**src/hw/datapath_pkg.sv**
```systemverilog
// Datapath widths, I/O address map, ALU operation type, word types and address helpers
`default_nettype none

package datapath_pkg;

    // ------------------------------
    // Data words
    // ------------------------------

    localparam int WORD_WIDTH = 36;

    typedef logic [WORD_WIDTH-1:0] word_t;

    // ------------------------------
    // Memory addressing
    // ------------------------------

    localparam int MEM_ADDR_WIDTH   = 10;
    // Top bit picks the bank, 0 for A and 1 for B
    localparam int WRITE_ADDR_WIDTH = MEM_ADDR_WIDTH + 1;
    localparam int MEM_DEPTH        = 2 ** MEM_ADDR_WIDTH;

    typedef logic [MEM_ADDR_WIDTH-1:0]   mem_addr_t;
    typedef logic [WRITE_ADDR_WIDTH-1:0] write_addr_t;

    // ------------------------------
    // Memory-mapped I/O ports
    // ------------------------------

    localparam int IO_PORT_COUNT      = 4;
    localparam int IO_PORT_ADDR_WIDTH = 2;
    // Ports shadow the last words of each bank
    localparam int IO_PORT_BASE_ADDR  = MEM_DEPTH - IO_PORT_COUNT;

    typedef logic [IO_PORT_COUNT-1:0]            io_mask_t;
    typedef logic [IO_PORT_ADDR_WIDTH-1:0]       io_port_t;
    // Flat read data, port 0 in the low word
    typedef logic [IO_PORT_COUNT*WORD_WIDTH-1:0] io_data_t;

    // ------------------------------
    // ALU operations
    // ------------------------------

    typedef enum logic [2:0] {
        ALU_ADD    = 3'd0,
        ALU_SUB    = 3'd1,
        ALU_AND    = 3'd2,
        ALU_OR     = 3'd3,
        ALU_XOR    = 3'd4,
        ALU_PASS_A = 3'd5,
        ALU_PASS_B = 3'd6
    } alu_op_t;

    // Address falls in the I/O window of a bank
    function automatic logic is_io_addr(input mem_addr_t addr);
        return addr >= mem_addr_t'(IO_PORT_BASE_ADDR);
    endfunction

    // Port number within the I/O window
    function automatic io_port_t io_port_index(input mem_addr_t addr);
        mem_addr_t offset;
        offset = addr - mem_addr_t'(IO_PORT_BASE_ADDR);
        return offset[IO_PORT_ADDR_WIDTH-1:0];
    endfunction

endpackage

`default_nettype wire

```
**src/hw/io_predication.sv**
```systemverilog
// I/O address decode, empty/full check, annul decision and registered read enables
`timescale 1ns/100ps
`default_nettype none

module io_predication
    import datapath_pkg::*;
(
    input  wire         clock,
    input  wire         rst_n,
    input  wire         instr_valid,
    input  mem_addr_t   read_addr_a,
    input  mem_addr_t   read_addr_b,
    input  write_addr_t write_addr,
    input  io_mask_t    io_read_ef_a,
    input  io_mask_t    io_read_ef_b,
    input  io_mask_t    io_write_ef_a,
    input  io_mask_t    io_write_ef_b,
    output io_mask_t    io_rden_a,
    output io_mask_t    io_rden_b,
    output logic        read_is_io_a,
    output logic        read_is_io_b,
    output logic        write_is_io,
    output logic        instr_ready
);

    logic      rd_io_a;
    logic      rd_io_b;
    io_port_t  rd_port_a;
    io_port_t  rd_port_b;
    mem_addr_t wr_local;
    io_port_t  wr_port;
    io_mask_t  wr_ef;
    logic      ok_a;
    logic      ok_b;
    logic      ok_w;

    // ------------------------------
    // Decode and predication rule
    // ------------------------------

    assign rd_io_a   = is_io_addr(read_addr_a);
    assign rd_io_b   = is_io_addr(read_addr_b);
    assign rd_port_a = io_port_index(read_addr_a);
    assign rd_port_b = io_port_index(read_addr_b);

    assign wr_local    = write_addr[MEM_ADDR_WIDTH-1:0];
    assign write_is_io = is_io_addr(wr_local);
    assign wr_port     = io_port_index(wr_local);
    // Write side follows the bank bit
    assign wr_ef = write_addr[WRITE_ADDR_WIDTH-1] ? io_write_ef_b : io_write_ef_a;

    // Reads need data waiting, writes need room
    assign ok_a = !rd_io_a || io_read_ef_a[rd_port_a];
    assign ok_b = !rd_io_b || io_read_ef_b[rd_port_b];
    assign ok_w = !write_is_io || wr_ef[wr_port];

    assign instr_ready = instr_valid && ok_a && ok_b && ok_w;

    // ------------------------------
    // Registered enables and flags
    // ------------------------------

    always_ff @(posedge clock or negedge rst_n) begin
        if (!rst_n) begin
            io_rden_a    <= '0;
            io_rden_b    <= '0;
            read_is_io_a <= 1'b0;
            read_is_io_b <= 1'b0;
        end else begin
            io_rden_a    <= (instr_ready && rd_io_a) ? io_mask_t'(1) << rd_port_a : '0;
            io_rden_b    <= (instr_ready && rd_io_b) ? io_mask_t'(1) << rd_port_b : '0;
            read_is_io_a <= rd_io_a;
            read_is_io_b <= rd_io_b;
        end
    end

    // One port at most per side and instruction
    assert property (@(posedge clock) disable iff (!rst_n) $onehot0(io_rden_a));
    assert property (@(posedge clock) disable iff (!rst_n) $onehot0(io_rden_b));

endmodule

`default_nettype wire

```
**config.mk**
```make
export PLATFORM = sky130hd
export DESIGN_NAME = io_predication
export DESIGN_NICKNAME = d
export VERILOG_FILES = /design/src/hw/datapath_pkg.sv /design/src/hw/io_predication.sv
export SDC_FILE = /design/constraint.sdc
export NUM_CORES = 1
export LEC_CHECK = 0
export BUFFER_PORTS_ARGS = -buffer_cell sky130_fd_sc_hd__buf_2
export CORE_MARGIN = 4
export CORE_UTILIZATION = 34
export DETAILED_ROUTE_END_ITERATION = 10
export PLACE_DENSITY_LB_ADDON = 0.05
export SLEW_MARGIN = 20
export SYNTH_ARGS = -nofsm -noshare
export SYNTH_HDL_FRONTEND = slang
export SYNTH_SLANG_ARGS = --single-unit
export TNS_END_PERCENT = 50
```
**constraint.sdc**
```tcl
create_clock -name clock -period 2.4 [get_ports clock]
set_input_delay 0.12 -clock clock [delete_from_list [all_inputs] [get_ports clock]]
set_output_delay 0.12 -clock clock [all_outputs]
set_load 0.05 [all_outputs]
```
==> results.json, run 1 <==
{
  "switching_share_pct": 20.96,
  "cp_common_cell": "buf_2",
  "fin_crit_sh_pct": 74.14,
  "peakVddDrop_mv": 0.1479,
  "area_growth_pct": 68.75,
  "worst_slack_ns": 0.6207,
  "arrival_ns": 1.66,
  "syn_area_per_cell_um2": 11.26,
  "tns_ns": 0,
  "antenna_found_initial": 0,
  "portBuffers": 61,
  "fin_hold_ws_ns": 0.06544,
  "worstSetupPathType": "input port to output port",
  "dp_hpwl_mm": 1.389,
  "hold_viol_final": 0,
  "n_fill_cell": 144,
  "place_ws_ns": 0.6212,
  "cts.htree.levels": 1,
  "cp_max_fo": 5,
  "finish.utilization_pct": 60.55,
  "p_leak_uw": 0.0005225,
  "p_sw_uw": 80.73,
  "cp_num_cells": 6,
  "die_h_um": 47.87,
  "drive_above_1_share_pct": 61.40,
  "setup_viol": 0,
  "min_path_cells": 2,
  "end_kind": "output port",
  "postRouteAntennaNets": 0,
  "slew_headroom_pct": 74.47,
  "route.detailed.drc": 0,
  "n_antenna_cell": 0,
  "ios": 62,
  "hold_class": "input port to register",
  "wl_mm": 1.481,
  "post-route-min-period_ns": 1.779,
  "vias_per_cell": 4.823,
  "num_vias": 627,
  "tritoncts.num_buffers": 3,
  "layout_common_cells": "61 x buf_2, 10 x dfrtp_1, 6 x nand4_1, 5 x nor2_1",
  "crit_path_top_delay_cell": "o31ai_2",
  "gp_congestion": 0.7228,
  "die_w_um": 47.87,
  "synth_nets": 98,
  "grt_pass1_wl_mm": 2.208,
  "nets": 165,
  "cp_num_buf_inv": 2,
  "start_kind": "input port",
  "rsz0062_at_grt": "no",
  "numClockSinks": 10,
  "slowest_delay_ns": 0.39,
  "clock.fmax_ghz": 0.5620,
  "grt_pass1_vias": 587,
  "cts_tree": "built",
  "routedWlPerCell_um": 11.39,
  "cp_cell_sequence": "buf_2 > mux2_2 > a311o_1 > o31ai_2 > nor2_1 > buf_2",
  "ys_ff_latch": 10,
  "critical-path-top-delay-family": "compound AO/OA/AOI/OAI gates",
  "clkPwrFrac_pct": 36.8,
  "placeableCoreArea_um2": 1506,
  "cts_buffer_depth": 2,
  "grt.total_usage_pct": 14.16,
  "cp.required_ns": 2.28,
  "intPower_uw": 304.5,
  "status": "finished, final reports clean",
  "gr-total-overflow": 0,
  "tightestPinTransition_ns": 0.3807,
  "cts_root_buf": "clkbuf_4",
  "ys_types": 20,
  "rows": 14,
  "yosysWarnings": 0,
  "drtIter0Drc": 3,
  "initial_core_util_pct": 35.88,
  "powerDensity_nw_per_um2": 422.3,
  "p_seq_share_pct": 43.8,
  "drt-pass1-iter-count": 4,
  "combPwrFrac_pct": 19.4,
  "grt_start_max_net_pins": 11,
  "maxCapViolations": 0,
  "clkTransAtPathRegs_ns": 0.06,
  "yosysSeqAreaShare_pct": 46.30,
  "synth_area_um2": 540.5,
  "slew_viol_final": 0,
  "dieArea_um2": 2292,
  "final_common_cell": "buf_2",
  "synthCells": 48
}
==> state kept, by name, indices dropped and copies added (netlist names) <==
signal / count
io_rden_a: 4
io_rden_b: 4
read_is_io_a: 1
read_is_io_b: 1
==> Yosys cell counts <==
| master | count | area share [%] |
|---|---|---|
| nor3b_1 | 1 | 1.4 |
| nand3_1 | 1 | 0.93 |
| o31ai_2 | 1 | 2.3 |
| mux4_2 | 3 | 12 |
| nand2_1 | 3 | 2.1 |
| or3_1 | 2 | 2.3 |
| a311o_1 | 1 | 1.9 |
| inv_1 | 3 | 2.1 |
| dfrtp_1 | 10 | 46 |
| nor4_1 | 2 | 2.3 |
| nor2_1 | 5 | 3.5 |
| nor2b_1 | 1 | 1.2 |
| and3b_1 | 2 | 3.2 |
| nor3_1 | 1 | 0.93 |
| o311a_1 | 1 | 1.9 |
| mux2i_1 | 1 | 1.9 |
| and3_1 | 1 | 1.2 |
| nand4_1 | 6 | 6.9 |
| mux2_2 | 1 | 2.1 |
| nor4b_1 | 2 | 3.2 |
==> final timing paths <==
check                      slack [ns]           end      startpoint
hold / removal                   0.07  io_rden_a[0]  read_addr_a[1]
min in group asynchronous        0.24  read_is_io_a           rst_n
max in group asynchronous        1.97  io_rden_b[2]           rst_n
setup / recovery                 0.62   instr_ready  write_addr[10]
==> per-layer routing <==
metal	track usage (%)	wire length, µm	up-vias	share of wire [%]
li1	-	-	321	-
met1	14.67	496	266	33
met2	24.80	762	40	51
met3	4.511	221	0	15
met4	8.065	0	0	0
met5	0	0	-	0
==> per-stage QoR <==
stage,instance area [µm²],instances,total power (µW)
after floorplan,540.5,48,197.2
after global placement,865.8,125,244.8
after detailed placement,865.8,125,246.5
after CTS,912.1,130,392.3
after global routing,912.1,130,411.0
final,912.1,130,385.2
==> power by group through the flow <==
stage / Combinational, µW / Sequential (µW) / Clock, µW
after CTS: 76.0 / 169 / 148
final: 74.8 / 169 / 142
after global routing: 85.1 / 169 / 157
after detailed placement: 74.6 / 172 / 0
after global placement: 72.9 / 172 / 0
after floorplan: 24.7 / 172 / 0
==> cell families after synthesis <==
logic type | share of synthesized area (%)
flops | 46.30
mux | 16.43
buf+inv | 2.083
simple gates | 29.17
compound gates | 6.018
==> final cells by class <==
type                            count  area [µm²]  area share [%]
Sequential cell                    10       250.2           27.43
Multi-Input combinational cell     35       279.0           30.59
Clock buffer                        4       36.28           3.978
Timing Repair Buffer               62       315.3           34.57
Tap cell                           16       20.02           2.195
Inverter                            3       11.26           1.235
==> timing repair <==
| action | 4_1_cts | 5_1_grt |
|---|---|---|
| hold buffers | 1 | 0 |
| buffers inserted | 0 | 0 |
| gates resized for setup | 0 | 0 |
| hold endpoints to repair | 10 | 0 |
Power figures use the tool's default switching activity.
==> run 2, diff against run 1 <==
CORE_UTILIZATION = 29   (was 34)
clock period = 1.56 ns   (was 2.4 ns; I/O delays follow)
==> run 2 against run 1 <==
Effect of this change:
- utilization is 7.0 points lower
- worst hold slack worse by 0.034 ns
- critical path depth did not move
- first-iteration DRC count down 33%
- combinational power up 62%
- power up 40%
- via count is 0.32% lower
==> results.json, run 2 (synthesis gave the netlist of run 1 again) <==
{
  "powerDensity_nw_per_um2": 577.9,
  "slew_viol_final": 0,
  "arrival_ns": 1.37,
  "hold_viol_final": 0,
  "fin_crit_sh_pct": 92.92,
  "drtIter0Drc": 2,
  "critical-path-top-delay-family": "multiplexers",
  "fin_hold_ws_ns": 0.03160,
  "tightestPinTransition_ns": 0.2851,
  "n_antenna_cell": 0,
  "nets": 168,
  "grt.total_usage_pct": 11.22,
  "clkTransAtPathRegs_ns": 0.05,
  "peakVddDrop_mv": 0.1673,
  "ios": 62,
  "layout_common_cells": "60 x buf_2, 10 x dfrtp_1, 6 x nand4_1, 5 x nor2_1, 4 x buf_4",
  "reg_top3": "io_rden_a x4, io_rden_b x4",
  "dieArea_um2": 2618,
  "die_h_um": 51.17,
  "grt_pass1_vias": 588,
  "cp_cell_sequence": "buf_2 > mux4_2 > nor2b_1 > o31ai_2 > nor2_1 > buf_4",
  "antenna_found_initial": 0,
  "p_leak_uw": 0.0005308,
  "clock.fmax_ghz": 0.6898,
  "cp.required_ns": 1.48,
  "num_vias": 625,
  "end_kind": "output port",
  "initial_core_util_pct": 30.97,
  "drt-pass1-iter-count": 3,
  "hold_class": "input port to register",
  "area_growth_pct": 72.92,
  "die_w_um": 51.17,
  "worstSetupPathType": "input port to output port",
  "slew_headroom_pct": 80.73,
  "grt_start_max_net_pins": 11,
  "dp_hpwl_mm": 1.317,
  "rows": 15,
  "routedWlPerCell_um": 10.00,
  "cp_max_fo": 3,
  "slowest_delay_ns": 0.48,
  "gr-total-overflow": 0,
  "setup_viol": 0,
  "postRouteAntennaNets": 0,
  "rsz0062_at_grt": "no",
  "gp_congestion": 0.6501,
  "start_kind": "input port",
  "final_common_cell": "buf_2",
  "cts_root_buf": "clkbuf_4",
  "route.detailed.drc": 0,
  "cp_num_buf_inv": 2,
  "placeableCoreArea_um2": 1745,
  "maxCapViolations": 0,
  "vias_per_cell": 4.433,
  "tritoncts.num_buffers": 3,
  "tns_ns": 0,
  "cts.htree.levels": 1,
  "portBuffers": 61,
  "crit_path_top_delay_cell": "mux4_2",
  "cts_tree": "built",
  "grt_pass1_wl_mm": 2.228,
  "status": "finished, final reports clean",
  "drive_above_1_share_pct": 62.07,
  "post-route-min-period_ns": 1.450,
  "cts_buffer_depth": 2,
  "numClockSinks": 10,
  "wl_mm": 1.410
}
## run 2: final timing paths
path | startpoint | endpoint | slack [ns] | cells past startpoint
setup / recovery | write_addr[10] | instr_ready | 0.11 | 6
hold / removal | read_addr_a[1] | io_rden_a[0] | 0.03 | 2
max in group asynchronous | rst_n | io_rden_b[1] | 1.19 | 2
min in group asynchronous | rst_n | io_rden_a[3] | 0.20 | 2
## run 2: stage by stage
stage / setup slack [ns] / power [µW] / util (%) / area (µm²) / std cells
3_5_place_dp: -0.02201 / 384.4 / 51.54 / 899.6 / 137
5_1_grt: 0.03101 / 573.6 / 53.55 / 934.6 / 141
3_3_place_gp: -0.01937 / 382.8 / 51.54 / 899.6 / 137
2_1_floorplan: 0.1053 / 303.3 / - / 540.5 / 48
4_1_cts: 0.02759 / 549.7 / 53.41 / 932.1 / 141
6_report: 0.1104 / 540.2 / 53.55 / 934.6 / 141
## run 2: report_power, final
part,internal [µW],total (µW),switching (µW),leakage (µW)
combinational,73.3,121,48.0,0.000377
clock,88.1,159,70.8,0.0000138
sequential,260,260,0.0416,0.000140
## run 2: timing repair
action                                 in CTS  in global routing
setup buffers                               0                  0
hold buffers                                1                  0
gates resized for setup                     0                  2
endpoints found under the hold margin      10                  0
setup endpoints to repair                   0                  1
## run 2: layout make-up
type	count	area (µm²)
Clock buffer	3	22.52
Fill cell	165	810.8
Inverter	3	11.26
Multi-Input combinational cell	35	279.0
Sequential cell	10	250.2
Tap cell	25	31.28
Timing Repair Buffer	65	340.3
## run 2: metal layers
metal | wire length, µm | track usage, % | up-vias
li1 | - | - | 324
met1 | 532 | 12.77 | 260
met2 | 682 | 18.67 | 38
met3 | 163 | 2.041 | 3
met4 | 32 | 8.072 | 0
met5 | 0 | 0 | -
