**config.mk**
```make
export PLATFORM = sky130hd
export DESIGN_NAME = triadic_alu
export DESIGN_NICKNAME = d
export VERILOG_FILES = /design/src/hw/datapath_pkg.sv /design/src/hw/triadic_alu.sv
export SDC_FILE = /design/constraint.sdc
export NUM_CORES = 1
export LEC_CHECK = 0
export ABC_AREA = 1
export ABC_CLOCK_PERIOD_IN_PS = 900
export BUFFER_PORTS_ARGS = -buffer_cell sky130_fd_sc_hd__buf_2
export CAP_MARGIN = 15
export CELL_PAD_IN_SITES_DETAIL_PLACEMENT = 1
export CELL_PAD_IN_SITES_GLOBAL_PLACEMENT = 2
export CORE_ASPECT_RATIO = 1.4
export CORE_UTILIZATION = 33
export DETAILED_ROUTE_END_ITERATION = 8
export PLACE_DENSITY_LB_ADDON = 0.08
export SLEW_MARGIN = 20
export SYNTH_ARGS = -nofsm -noshare
export SYNTH_HDL_FRONTEND = slang
export SYNTH_SLANG_ARGS = --single-unit
```
**constraint.sdc**
```tcl
create_clock -name clock -period 0.9 [get_ports clock]
set_input_delay 0.09 -clock clock [delete_from_list [all_inputs] [get_ports clock]]
set_output_delay 0.09 -clock clock [all_outputs]
set_load 0.02 [all_outputs]
```
**src/hw/datapath_pkg.sv**
```systemverilog
// Datapath widths, I/O address map, ALU operation type, word types and address helpers
`default_nettype none

package datapath_pkg;

    // ------------------------------
    // Data words
    // ------------------------------

    localparam int WORD_WIDTH = 36;

    typedef logic [WORD_WIDTH-1:0] word_t;

    // ------------------------------
    // Memory addressing
    // ------------------------------

    localparam int MEM_ADDR_WIDTH   = 10;
    // Top bit picks the bank, 0 for A and 1 for B
    localparam int WRITE_ADDR_WIDTH = MEM_ADDR_WIDTH + 1;
    localparam int MEM_DEPTH        = 2 ** MEM_ADDR_WIDTH;

    typedef logic [MEM_ADDR_WIDTH-1:0]   mem_addr_t;
    typedef logic [WRITE_ADDR_WIDTH-1:0] write_addr_t;

    // ------------------------------
    // Memory-mapped I/O ports
    // ------------------------------

    localparam int IO_PORT_COUNT      = 4;
    localparam int IO_PORT_ADDR_WIDTH = 2;
    // Ports shadow the last words of each bank
    localparam int IO_PORT_BASE_ADDR  = MEM_DEPTH - IO_PORT_COUNT;

    typedef logic [IO_PORT_COUNT-1:0]            io_mask_t;
    typedef logic [IO_PORT_ADDR_WIDTH-1:0]       io_port_t;
    // Flat read data, port 0 in the low word
    typedef logic [IO_PORT_COUNT*WORD_WIDTH-1:0] io_data_t;

    // ------------------------------
    // ALU operations
    // ------------------------------

    typedef enum logic [2:0] {
        ALU_ADD    = 3'd0,
        ALU_SUB    = 3'd1,
        ALU_AND    = 3'd2,
        ALU_OR     = 3'd3,
        ALU_XOR    = 3'd4,
        ALU_PASS_A = 3'd5,
        ALU_PASS_B = 3'd6
    } alu_op_t;

    // Address falls in the I/O window of a bank
    function automatic logic is_io_addr(input mem_addr_t addr);
        return addr >= mem_addr_t'(IO_PORT_BASE_ADDR);
    endfunction

    // Port number within the I/O window
    function automatic io_port_t io_port_index(input mem_addr_t addr);
        mem_addr_t offset;
        offset = addr - mem_addr_t'(IO_PORT_BASE_ADDR);
        return offset[IO_PORT_ADDR_WIDTH-1:0];
    endfunction

endpackage

`default_nettype wire

```
**src/hw/triadic_alu.sv**
```systemverilog
// ALU operations, carry and overflow flags, registered result
`timescale 1ns/100ps
`default_nettype none

module triadic_alu
    import datapath_pkg::*;
(
    input  wire     clock,
    input  wire     rst_n,
    input  alu_op_t op,
    input  wire     in_valid,
    input  word_t   a,
    input  word_t   b,
    output logic    out_valid,
    output word_t   r,
    output logic    carry_out,
    output logic    overflow
);

    localparam int MSB = WORD_WIDTH - 1;

    logic [WORD_WIDTH:0] sum;
    logic [WORD_WIDTH:0] diff;
    word_t               r_next;
    logic                carry_next;
    logic                overflow_next;

    assign sum  = {1'b0, a} + {1'b0, b};
    assign diff = {1'b0, a} - {1'b0, b};

    always_comb begin
        r_next        = '0;
        carry_next    = 1'b0;
        overflow_next = 1'b0;
        case (op)
            ALU_ADD: begin
                r_next        = sum[MSB:0];
                carry_next    = sum[WORD_WIDTH];
                overflow_next = (a[MSB] == b[MSB]) && (sum[MSB] != a[MSB]);
            end
            ALU_SUB: begin
                r_next        = diff[MSB:0];
                // No borrow means a >= b
                carry_next    = !diff[WORD_WIDTH];
                overflow_next = (a[MSB] != b[MSB]) && (diff[MSB] != a[MSB]);
            end
            ALU_AND:    r_next = a & b;
            ALU_OR:     r_next = a | b;
            ALU_XOR:    r_next = a ^ b;
            ALU_PASS_A: r_next = a;
            ALU_PASS_B: r_next = b;
            default:    r_next = '0;
        endcase
    end

    always_ff @(posedge clock or negedge rst_n) begin
        if (!rst_n) begin
            out_valid <= 1'b0;
        end else begin
            out_valid <= in_valid;
        end
    end

    always_ff @(posedge clock) begin
        r         <= r_next;
        carry_out <= carry_next;
        overflow  <= overflow_next;
    end

    assert property (@(posedge clock) disable iff (!rst_n) in_valid |-> !$isunknown(op));

endmodule

`default_nettype wire

```
==> results of run 1 <==
-- kinds of logic after synthesis --
group	Yosys count	share of synthesized area, %
AND/OR/NAND/NOR	688	35.68
buffers and inverters	294	14.58
AO/OA/AOI/OAI	286	20.79
adder cells (fa/ha/maj)	122	19.03
flip-flops	39	9.700
XOR/XNOR	2	0.2163
-- stage by stage --
step	hold WS, ns	TNS [ns]
after floorplan	-0.2056	-18.17
after global placement	-0.1358	-36.09
after detailed placement	-0.1349	-37.50
after CTS	0.06551	-18.54
-- metal layers --
layer  track usage (%)  GRT overflow
met4             73.77            44
met2             92.47            71
met5             5.357             0
met1             69.14             0
met3             41.68             2
-- repair_timing --
action | CTS
setup endpoints to repair | 48
pin swaps | 148
resized for setup | 482
setup buffers | 51
hold buffers | 2
endpoints found under the hold margin | 2
==> flow_metrics.py, run 1 <==
metrics = {
    "placed_design": {
        "place_congestion": 1.024,
        "placed_area_mm2": 0.01288,
        "dp_slack_ns": -1.144,
        "placedCellCount": 2175,
        "numPortBuffers": 116,
        "dp_hpwl_um": 36900,
    },
    "clock_network": {
        "clk_path_buf_depth": 2,
        "root_buffer": "clkbuf_16",
        "clock-sinks": 39,
        "numCtsBuffers": 5,
        "h-tree-depth": 2,
    },
    "status": {
        "status": "did not finish",
        "stop_error": "[ERROR GRT-0232] Routing congestion too high. Check the congestion heatmap in the GUI.",
        "stop_stage": "5_1_grt",
    },
    "logic_synthesis": {
        "ys_warn_count": 0,
        "synth_seq_area_share_pct": 9.700,
        "yosysTopAreaCell": "ha_1",
        "avgSynthCellArea_um2": 5.661,
        "synth_cell_type_count": 45,
        "synth_most_common_cell": "nand2_1",
        "synth_nets": 1631,
        "synth_edf_count": 0,
        "async_flop_share_pct": 2.564,
        "ys.flop_type": "dfxtp_1",
        "synth_top_cell_area_share_pct": 18.54,
        "syn_area_mm2": 0.008100,
        "ys_top_cells_by_count": "360 x nand2_1, 232 x inv_1, 139 x nor2_1",
        "ys_top_cells_by_area": "ha_1 19%, nand2_1 17%, inv_1 11%",
        "ys_ff_latch": 39,
        "synth_cells": 1431,
    },
    "floorplan": {
        "ios": 117,
        "initial_core_util_pct": 33.67,
        "rows": 67,
        "die_height_um": 187.4,
        "die_x_um": 134.4,
    },
    "global_route": {
        "grt_usage_pct": 68.81,
        "grt_max_degree": 13,
        "grt-ovfl-total": 117,
    },
    "sta": {
        "grt_worst_setup_endpoint": "r[35]$_DFF_P_/D",
        "worst-endpoint-pin-kind": "register input",
    },
}
==> inputs of run 2 (changes only) <==
Settings changed: CELL_PAD_IN_SITES_DETAIL_PLACEMENT 1 to unset, CELL_PAD_IN_SITES_GLOBAL_PLACEMENT 2 to unset, CORE_ASPECT_RATIO 1.4 to unset, CORE_UTILIZATION 33 to 35, PLACE_DENSITY_LB_ADDON 0.08 to 0.15.
==> run 2 against run 1 <==
- the flow now finishes, with violations (negative setup slack)
- synthesized cell count unchanged
- synthesized area unchanged
==> flow_metrics.py, run 2 <==
metrics = {
    "status": {
        "violations": "negative setup slack",
        "status": "complete, but fails checks",
    },
    "clock_network": {
        "clock-sinks": 39,
        "cts_tree": "yes",
        "numCtsBuffers": 5,
        "clk_path_buf_depth": 2,
        "h-tree-depth": 2,
        "root_buffer": "clkbuf_16",
        "path_clk_slew_ns": 0.09,
    },
    "placed_design": {
        "place_congestion": 0.9624,
        "dp_hpwl_um": 31010,
        "dp_slack_ns": -1.148,
        "placedCellCount": 2147,
        "placed_area_mm2": 0.01280,
        "numPortBuffers": 116,
    },
    "logic_synthesis": {
        "avgSynthCellArea_um2": 5.661,
        "synth_edf_count": 0,
        "synth_cell_type_count": 45,
        "yosysTopAreaCell": "ha_1",
        "syn_area_mm2": 0.008100,
        "synth_nets": 1631,
        "synth_seq_area_share_pct": 9.700,
        "ys_warn_count": 0,
        "ys_top_cells_by_area": "ha_1 19%, nand2_1 17%, inv_1 11%",
        "ys_top_cells_by_count": "360 x nand2_1, 232 x inv_1, 139 x nor2_1",
        "synth_most_common_cell": "nand2_1",
        "ys_ff_latch": 39,
        "async_flop_share_pct": 2.564,
        "synth_top_cell_area_share_pct": 18.54,
        "ys.flop_type": "dfxtp_1",
        "synth_cells": 1431,
    },
    "sta": {
        "fin_crit_ns": 1.549,
        "slew_headroom_pct": 71.22,
        "setup_viol": 39,
        "max_freq_mhz": 645.4,
        "hold_ws_ns": 0.09665,
        "fin_crit_sh_pct": 172.2,
        "slew_violations": 0,
        "worst_pin_slew_ns": 0.4291,
        "hold_violations": 0,
        "setup_slack_ns": -0.6495,
        "rsz0062_at_grt": "true",
    },
    "floorplan": {
        "die_x_um": 154.1,
        "initial_core_util_pct": 35.78,
        "core_mm2": 0.02264,
        "die_height_um": 154.1,
        "rows": 55,
        "ios": 117,
        "die_area_mm2": 0.02376,
    },
    "critical_path": {
        "cp-start-kind": "primary input",
        "crit_fanout": 4,
        "crit_path_end_kind": "register",
        "slowest_stage": "ha_4",
        "path_cells": "buf_8 -> inv_6 -> ha_4 -> buf_12 -> nor2_4 -> nand2_4 -> buf_6 -> nor2_4 -> nand2_2 -> nand2_4 -> a21oi_1 -> o21ai_1 -> o211ai_1",
        "worstPathArrival_ns": 1.72,
        "critPathKind": "primary input to register",
        "cp.required_ns": 1.07,
        "cp_slowest_stage_delay_ns": 0.26,
    },
    "layout": {
        "nets": 2158,
        "mostFrequentLayoutCell": "buf_4",
        "fin_area_mm2": 0.01625,
        "largest-register": "r",
        "final_layout_size_suffix_gt1_share_pct": 60.08,
        "area_delta_synth_final_pct": 100.6,
        "nFillCells": 1783,
        "largest_reg_flops": 36,
        "utilization_pct": 71.78,
        "diodes": 0,
        "final_cells": 2244,
        "most-common-layout-cells": "387 x buf_4, 202 x nand2_1, 134 x inv_1",
    },
    "routing": {
        "drt_iter0_drc": 860,
        "route.detailed.drc": 0,
        "routed_wl_um": 40760,
        "via_per_inst": 5.304,
        "route.vias.total": 11903,
        "dr.pass1.iters": 5,
        "avgRoutedWirePerCell_um": 18.16,
        "ant_nets": 0,
    },
    "global_route": {
        "antenna_found_initial": 1,
        "first_global_vias": 11400,
        "grt_usage_pct": 33.03,
        "grt-ovfl-total": 0,
        "grt_pass1_wl_um": 60890,
        "grt_max_degree": 15,
    },
    "worst_hold_path": {
        "hp-class": "primary input to asynchronous set/reset pin",
    },
    "power_and_ir_drop": {
        "p_leak_nw": 7.940,
        "vdd_ir_drop_max_v": 0.0006298,
        "power_density_mw_per_mm2": 922.1,
    },
    "flow_run": {
        "max-cap-violations": 0,
    },
}
## run 2: cell type report
class | instances | area (um^2) | share of cell area (%)
Clock inverter | 2 | 35.03 | 0.2156
Clock buffer | 6 | 138.9 | 0.8546
Inverter | 242 | 1142 | 7.029
Sequential cell | 39 | 790.8 | 4.866
Multi-Input combinational cell | 1098 | 8995 | 55.35
Timing Repair Buffer | 572 | 4793 | 29.49
Tap cell | 285 | 356.6 | 2.194
## run 2: critical path: cells and delay by family
kind / cells / cell delay, ns
AOI/OAI and AO/OA: 3 / 0.34
adders and majority gates: 1 / 0.26
and+or+nand+nor: 5 / 0.62
buffers and inverters: 4 / 0.40
## run 2: timing repair
action,4_1_cts,5_1_grt
pin swaps,186,137
gates resized for setup,484,214
hold endpoints to repair,2,0
hold buffers,2,0
endpoints found under the setup margin,42,42
buffers inserted,70,29
## run 2: per-stage QoR
| step | power (mW) | setup TNS (ns) |
|---|---|---|
| floorplan | 6.512 | -18.17 |
| global placement | 9.992 | -35.96 |
| detailed placement | 10.04 | -36.47 |
| CTS | 14.01 | -18.07 |
| global route | 15.70 | -22.69 |
| finish | 14.99 | -20.19 |
## run 2: final timing paths
path | slack (ns) | endpoint | from
min in group clock | 0.16 | r[5] | a[5]
max in group asynchronous | 0.72 | out_valid | rst_n
max | -0.65 | r[13] | b[8]
min | 0.1 | out_valid | rst_n
## run 2: cell families after synthesis
group	share of synthesized area [%]
simple gates	35.68
buf+inv	14.58
compound gates	20.79
fa+ha+maj	19.03
flops	9.700
xor+xnor	0.2163
## run 2: power by group
part           switching (mW)  internal [mW]  total (mW)
logic                    5.83           4.76        10.6
registers              0.0826           1.99        2.07
clock network           0.948           1.39        2.34
total                    6.86           8.13        15.0
## run 2: routing by layer
layer | wire length, um | vias to the layer above | track usage (%)
li1 | - | 5751 | -
met3 | 2882 | 77 | 4.002
met2 | 18720 | 466 | 54.13
met5 | 0 | - | 0
met1 | 18110 | 5609 | 45.47
met4 | 1053 | 0 | 8.619
Power figures use the tool's default switching activity.
==> inputs of run 3 (changes only) <==
Settings changed: CORE_ASPECT_RATIO set to 2.
==> run 3 against run 2 <==
- the flow still finishes with violations (negative setup slack)
- routed wire length increased by 18%
- die area rose by 0.15%
- sequential share of layout area fell by 0.13 points
- core utilization up 2.2 points
- combinational power increased by 8%
- sequential power about the same
- final cell count grew 1.3%
- critical path type unchanged
==> flow_metrics.py, run 3 (synthesis results as in run 2) <==
metrics = {
    "floorplan": {
        "die_area_mm2": 0.02379,
        "initial_core_util_pct": 35.62,
        "die_height_um": 217.1,
        "rows": 78,
        "ios": 117,
        "die_x_um": 109.6,
        "core_mm2": 0.02274,
    },
    "critical_path": {
        "worstPathArrival_ns": 1.80,
        "cp.required_ns": 1.09,
        "cp_slowest_stage_delay_ns": 0.31,
        "cp-start-kind": "primary input",
        "crit_end": "r[33]",
        "crit_path_end_kind": "register",
        "cp.depth": 14,
        "crit_buf_inv": 4,
        "crit_fanout": 7,
        "worstSetupStartpoint": "b[4]",
        "slowest_stage": "ha_4",
        "path_cells": "buf_6 -> inv_4 -> ha_4 -> nor2_4 -> buf_6 -> inv_1 -> nor3_2 -> nand3_2 -> nand3_4 -> nand2_2 -> nand2_1 -> nand2_1 -> nand3_1 -> nand3_1",
        "critPathKind": "primary input to register",
        "crit_family": "simple AND/OR/NAND/NOR gates",
    },
    "global_route": {
        "grt_max_degree": 19,
        "first_global_vias": 12653,
        "grt_usage_pct": 39.19,
        "grt.busiest_layer": "met2",
        "antenna_found_initial": 0,
        "grt.met3_usage_pct": 4.373,
        "use_met2_pct": 72.45,
        "grt-ovfl-total": 0,
        "use_met1_pct": 31.89,
        "grt_pass1_wl_um": 67900,
    },
    "layout": {
        "fin_area_mm2": 0.01681,
        "area_delta_synth_final_pct": 107.6,
        "largest-register": "r",
        "nets": 2194,
        "most-common-layout-cells": "395 x buf_4, 201 x nand2_1, 123 x inv_1",
        "mostFrequentLayoutCell": "buf_4",
        "largest_reg_flops": 36,
        "final_cells": 2274,
        "final_layout_size_suffix_gt1_share_pct": 62.49,
        "utilization_pct": 73.94,
        "diodes": 0,
    },
    "placed_design": {
        "placed_area_mm2": 0.01305,
        "place_congestion": 1.019,
        "numPortBuffers": 116,
        "dp_slack_ns": -1.230,
        "dp_hpwl_um": 36280,
        "placedCellCount": 2179,
    },
    "power_and_ir_drop": {
        "power_density_mw_per_mm2": 928.5,
        "vdd_ir_drop_max_v": 0.0007229,
        "finalPower_mw": 15.61,
        "p_leak_nw": 8.145,
    },
    "clock_network": {
        "clock-sinks": 39,
        "h-tree-depth": 2,
        "numCtsBuffers": 5,
        "root_buffer": "clkbuf_16",
        "cts_tree": "yes",
        "path_clk_slew_ns": 0.07,
        "clk_path_buf_depth": 2,
    },
    "sta": {
        "slew_violations": 0,
        "rsz0062_at_grt": "true",
        "slew_headroom_pct": 57.45,
        "fin_crit_sh_pct": 179.3,
        "max_freq_mhz": 619.7,
        "hold_violations": 0,
        "hold_ws_ns": 0.07282,
        "setup_slack_ns": -0.7136,
        "fin_crit_ns": 1.614,
        "worst_pin_slew_ns": 0.6344,
        "setup_viol": 41,
        "setup_tns_ns": -21.46,
    },
    "routing": {
        "avgRoutedWirePerCell_um": 21.09,
        "via_per_inst": 5.449,
        "drt_iter0_drc": 729,
        "route.detailed.drc": 0,
        "routed_wl_um": 47960,
        "route.vias.total": 12391,
        "ant_nets": 0,
        "dr.pass1.iters": 8,
    },
    "worst_hold_path": {
        "hp-class": "primary input to asynchronous set/reset pin",
    },
    "status": {
        "violations": "negative setup slack",
        "status": "complete, but fails checks",
    },
    "flow_run": {
        "max-cap-violations": 0,
    },
}
-- run 3: cell count changes in the layout (fill, tap and decap cells not counted), moves of 5 or more --
cell,delta
nor2_1,-5
inv_1,-11
buf_4,+8
o21ai_1,-8
a21oi_4,+9
buf_6,+25
ha_1,-7
nor2_2,+7
a21oi_1,-6
ha_2,+7
buf_8,+7
o21ai_4,+5
-- run 3: worst min path at each step --
| stage | cells past startpoint | to | from |
|---|---|---|---|
| finish | 2 | out_valid | rst_n |
| global route | 2 | out_valid | rst_n |
| CTS | 2 | out_valid | rst_n |
| detailed placement | 1 | out_valid | rst_n |
| global placement | 1 | out_valid | rst_n |
| floorplan | 0 | out_valid | rst_n |
-- run 3: what timing repair did --
action | CTS | global route
hold endpoints to repair | 2 | 0
hold buffers | 2 | 0
setup buffers | 62 | 30
endpoints found under the setup margin | 43 | 42
pin swaps | 186 | 128
gates resized for setup | 548 | 262
-- run 3: cell type report --
| cell class | count | area (um^2) |
|---|---|---|
| Fill cell | 1737 | 5926 |
| Sequential cell | 39 | 797.0 |
| Tap cell | 280 | 350.3 |
| Multi-Input combinational cell | 1098 | 9159 |
| Timing Repair Buffer | 608 | 5205 |
| Clock buffer | 7 | 132.6 |
| Inverter | 242 | 1170 |
-- run 3: routing by layer --
layer	up-vias	share of wire, %
li1	5805	-
met3	303	4.6
met5	-	0
met1	5758	30
met2	525	52
met4	0	14
-- run 3: report_power, final --
group	leakage, nW	internal, mW	switching, mW
Combinational	7.75	5.21	6.32
Sequential	0.332	1.99	0.0935
Clock	0.0640	1.03	0.975
Total	8.14	8.23	7.38
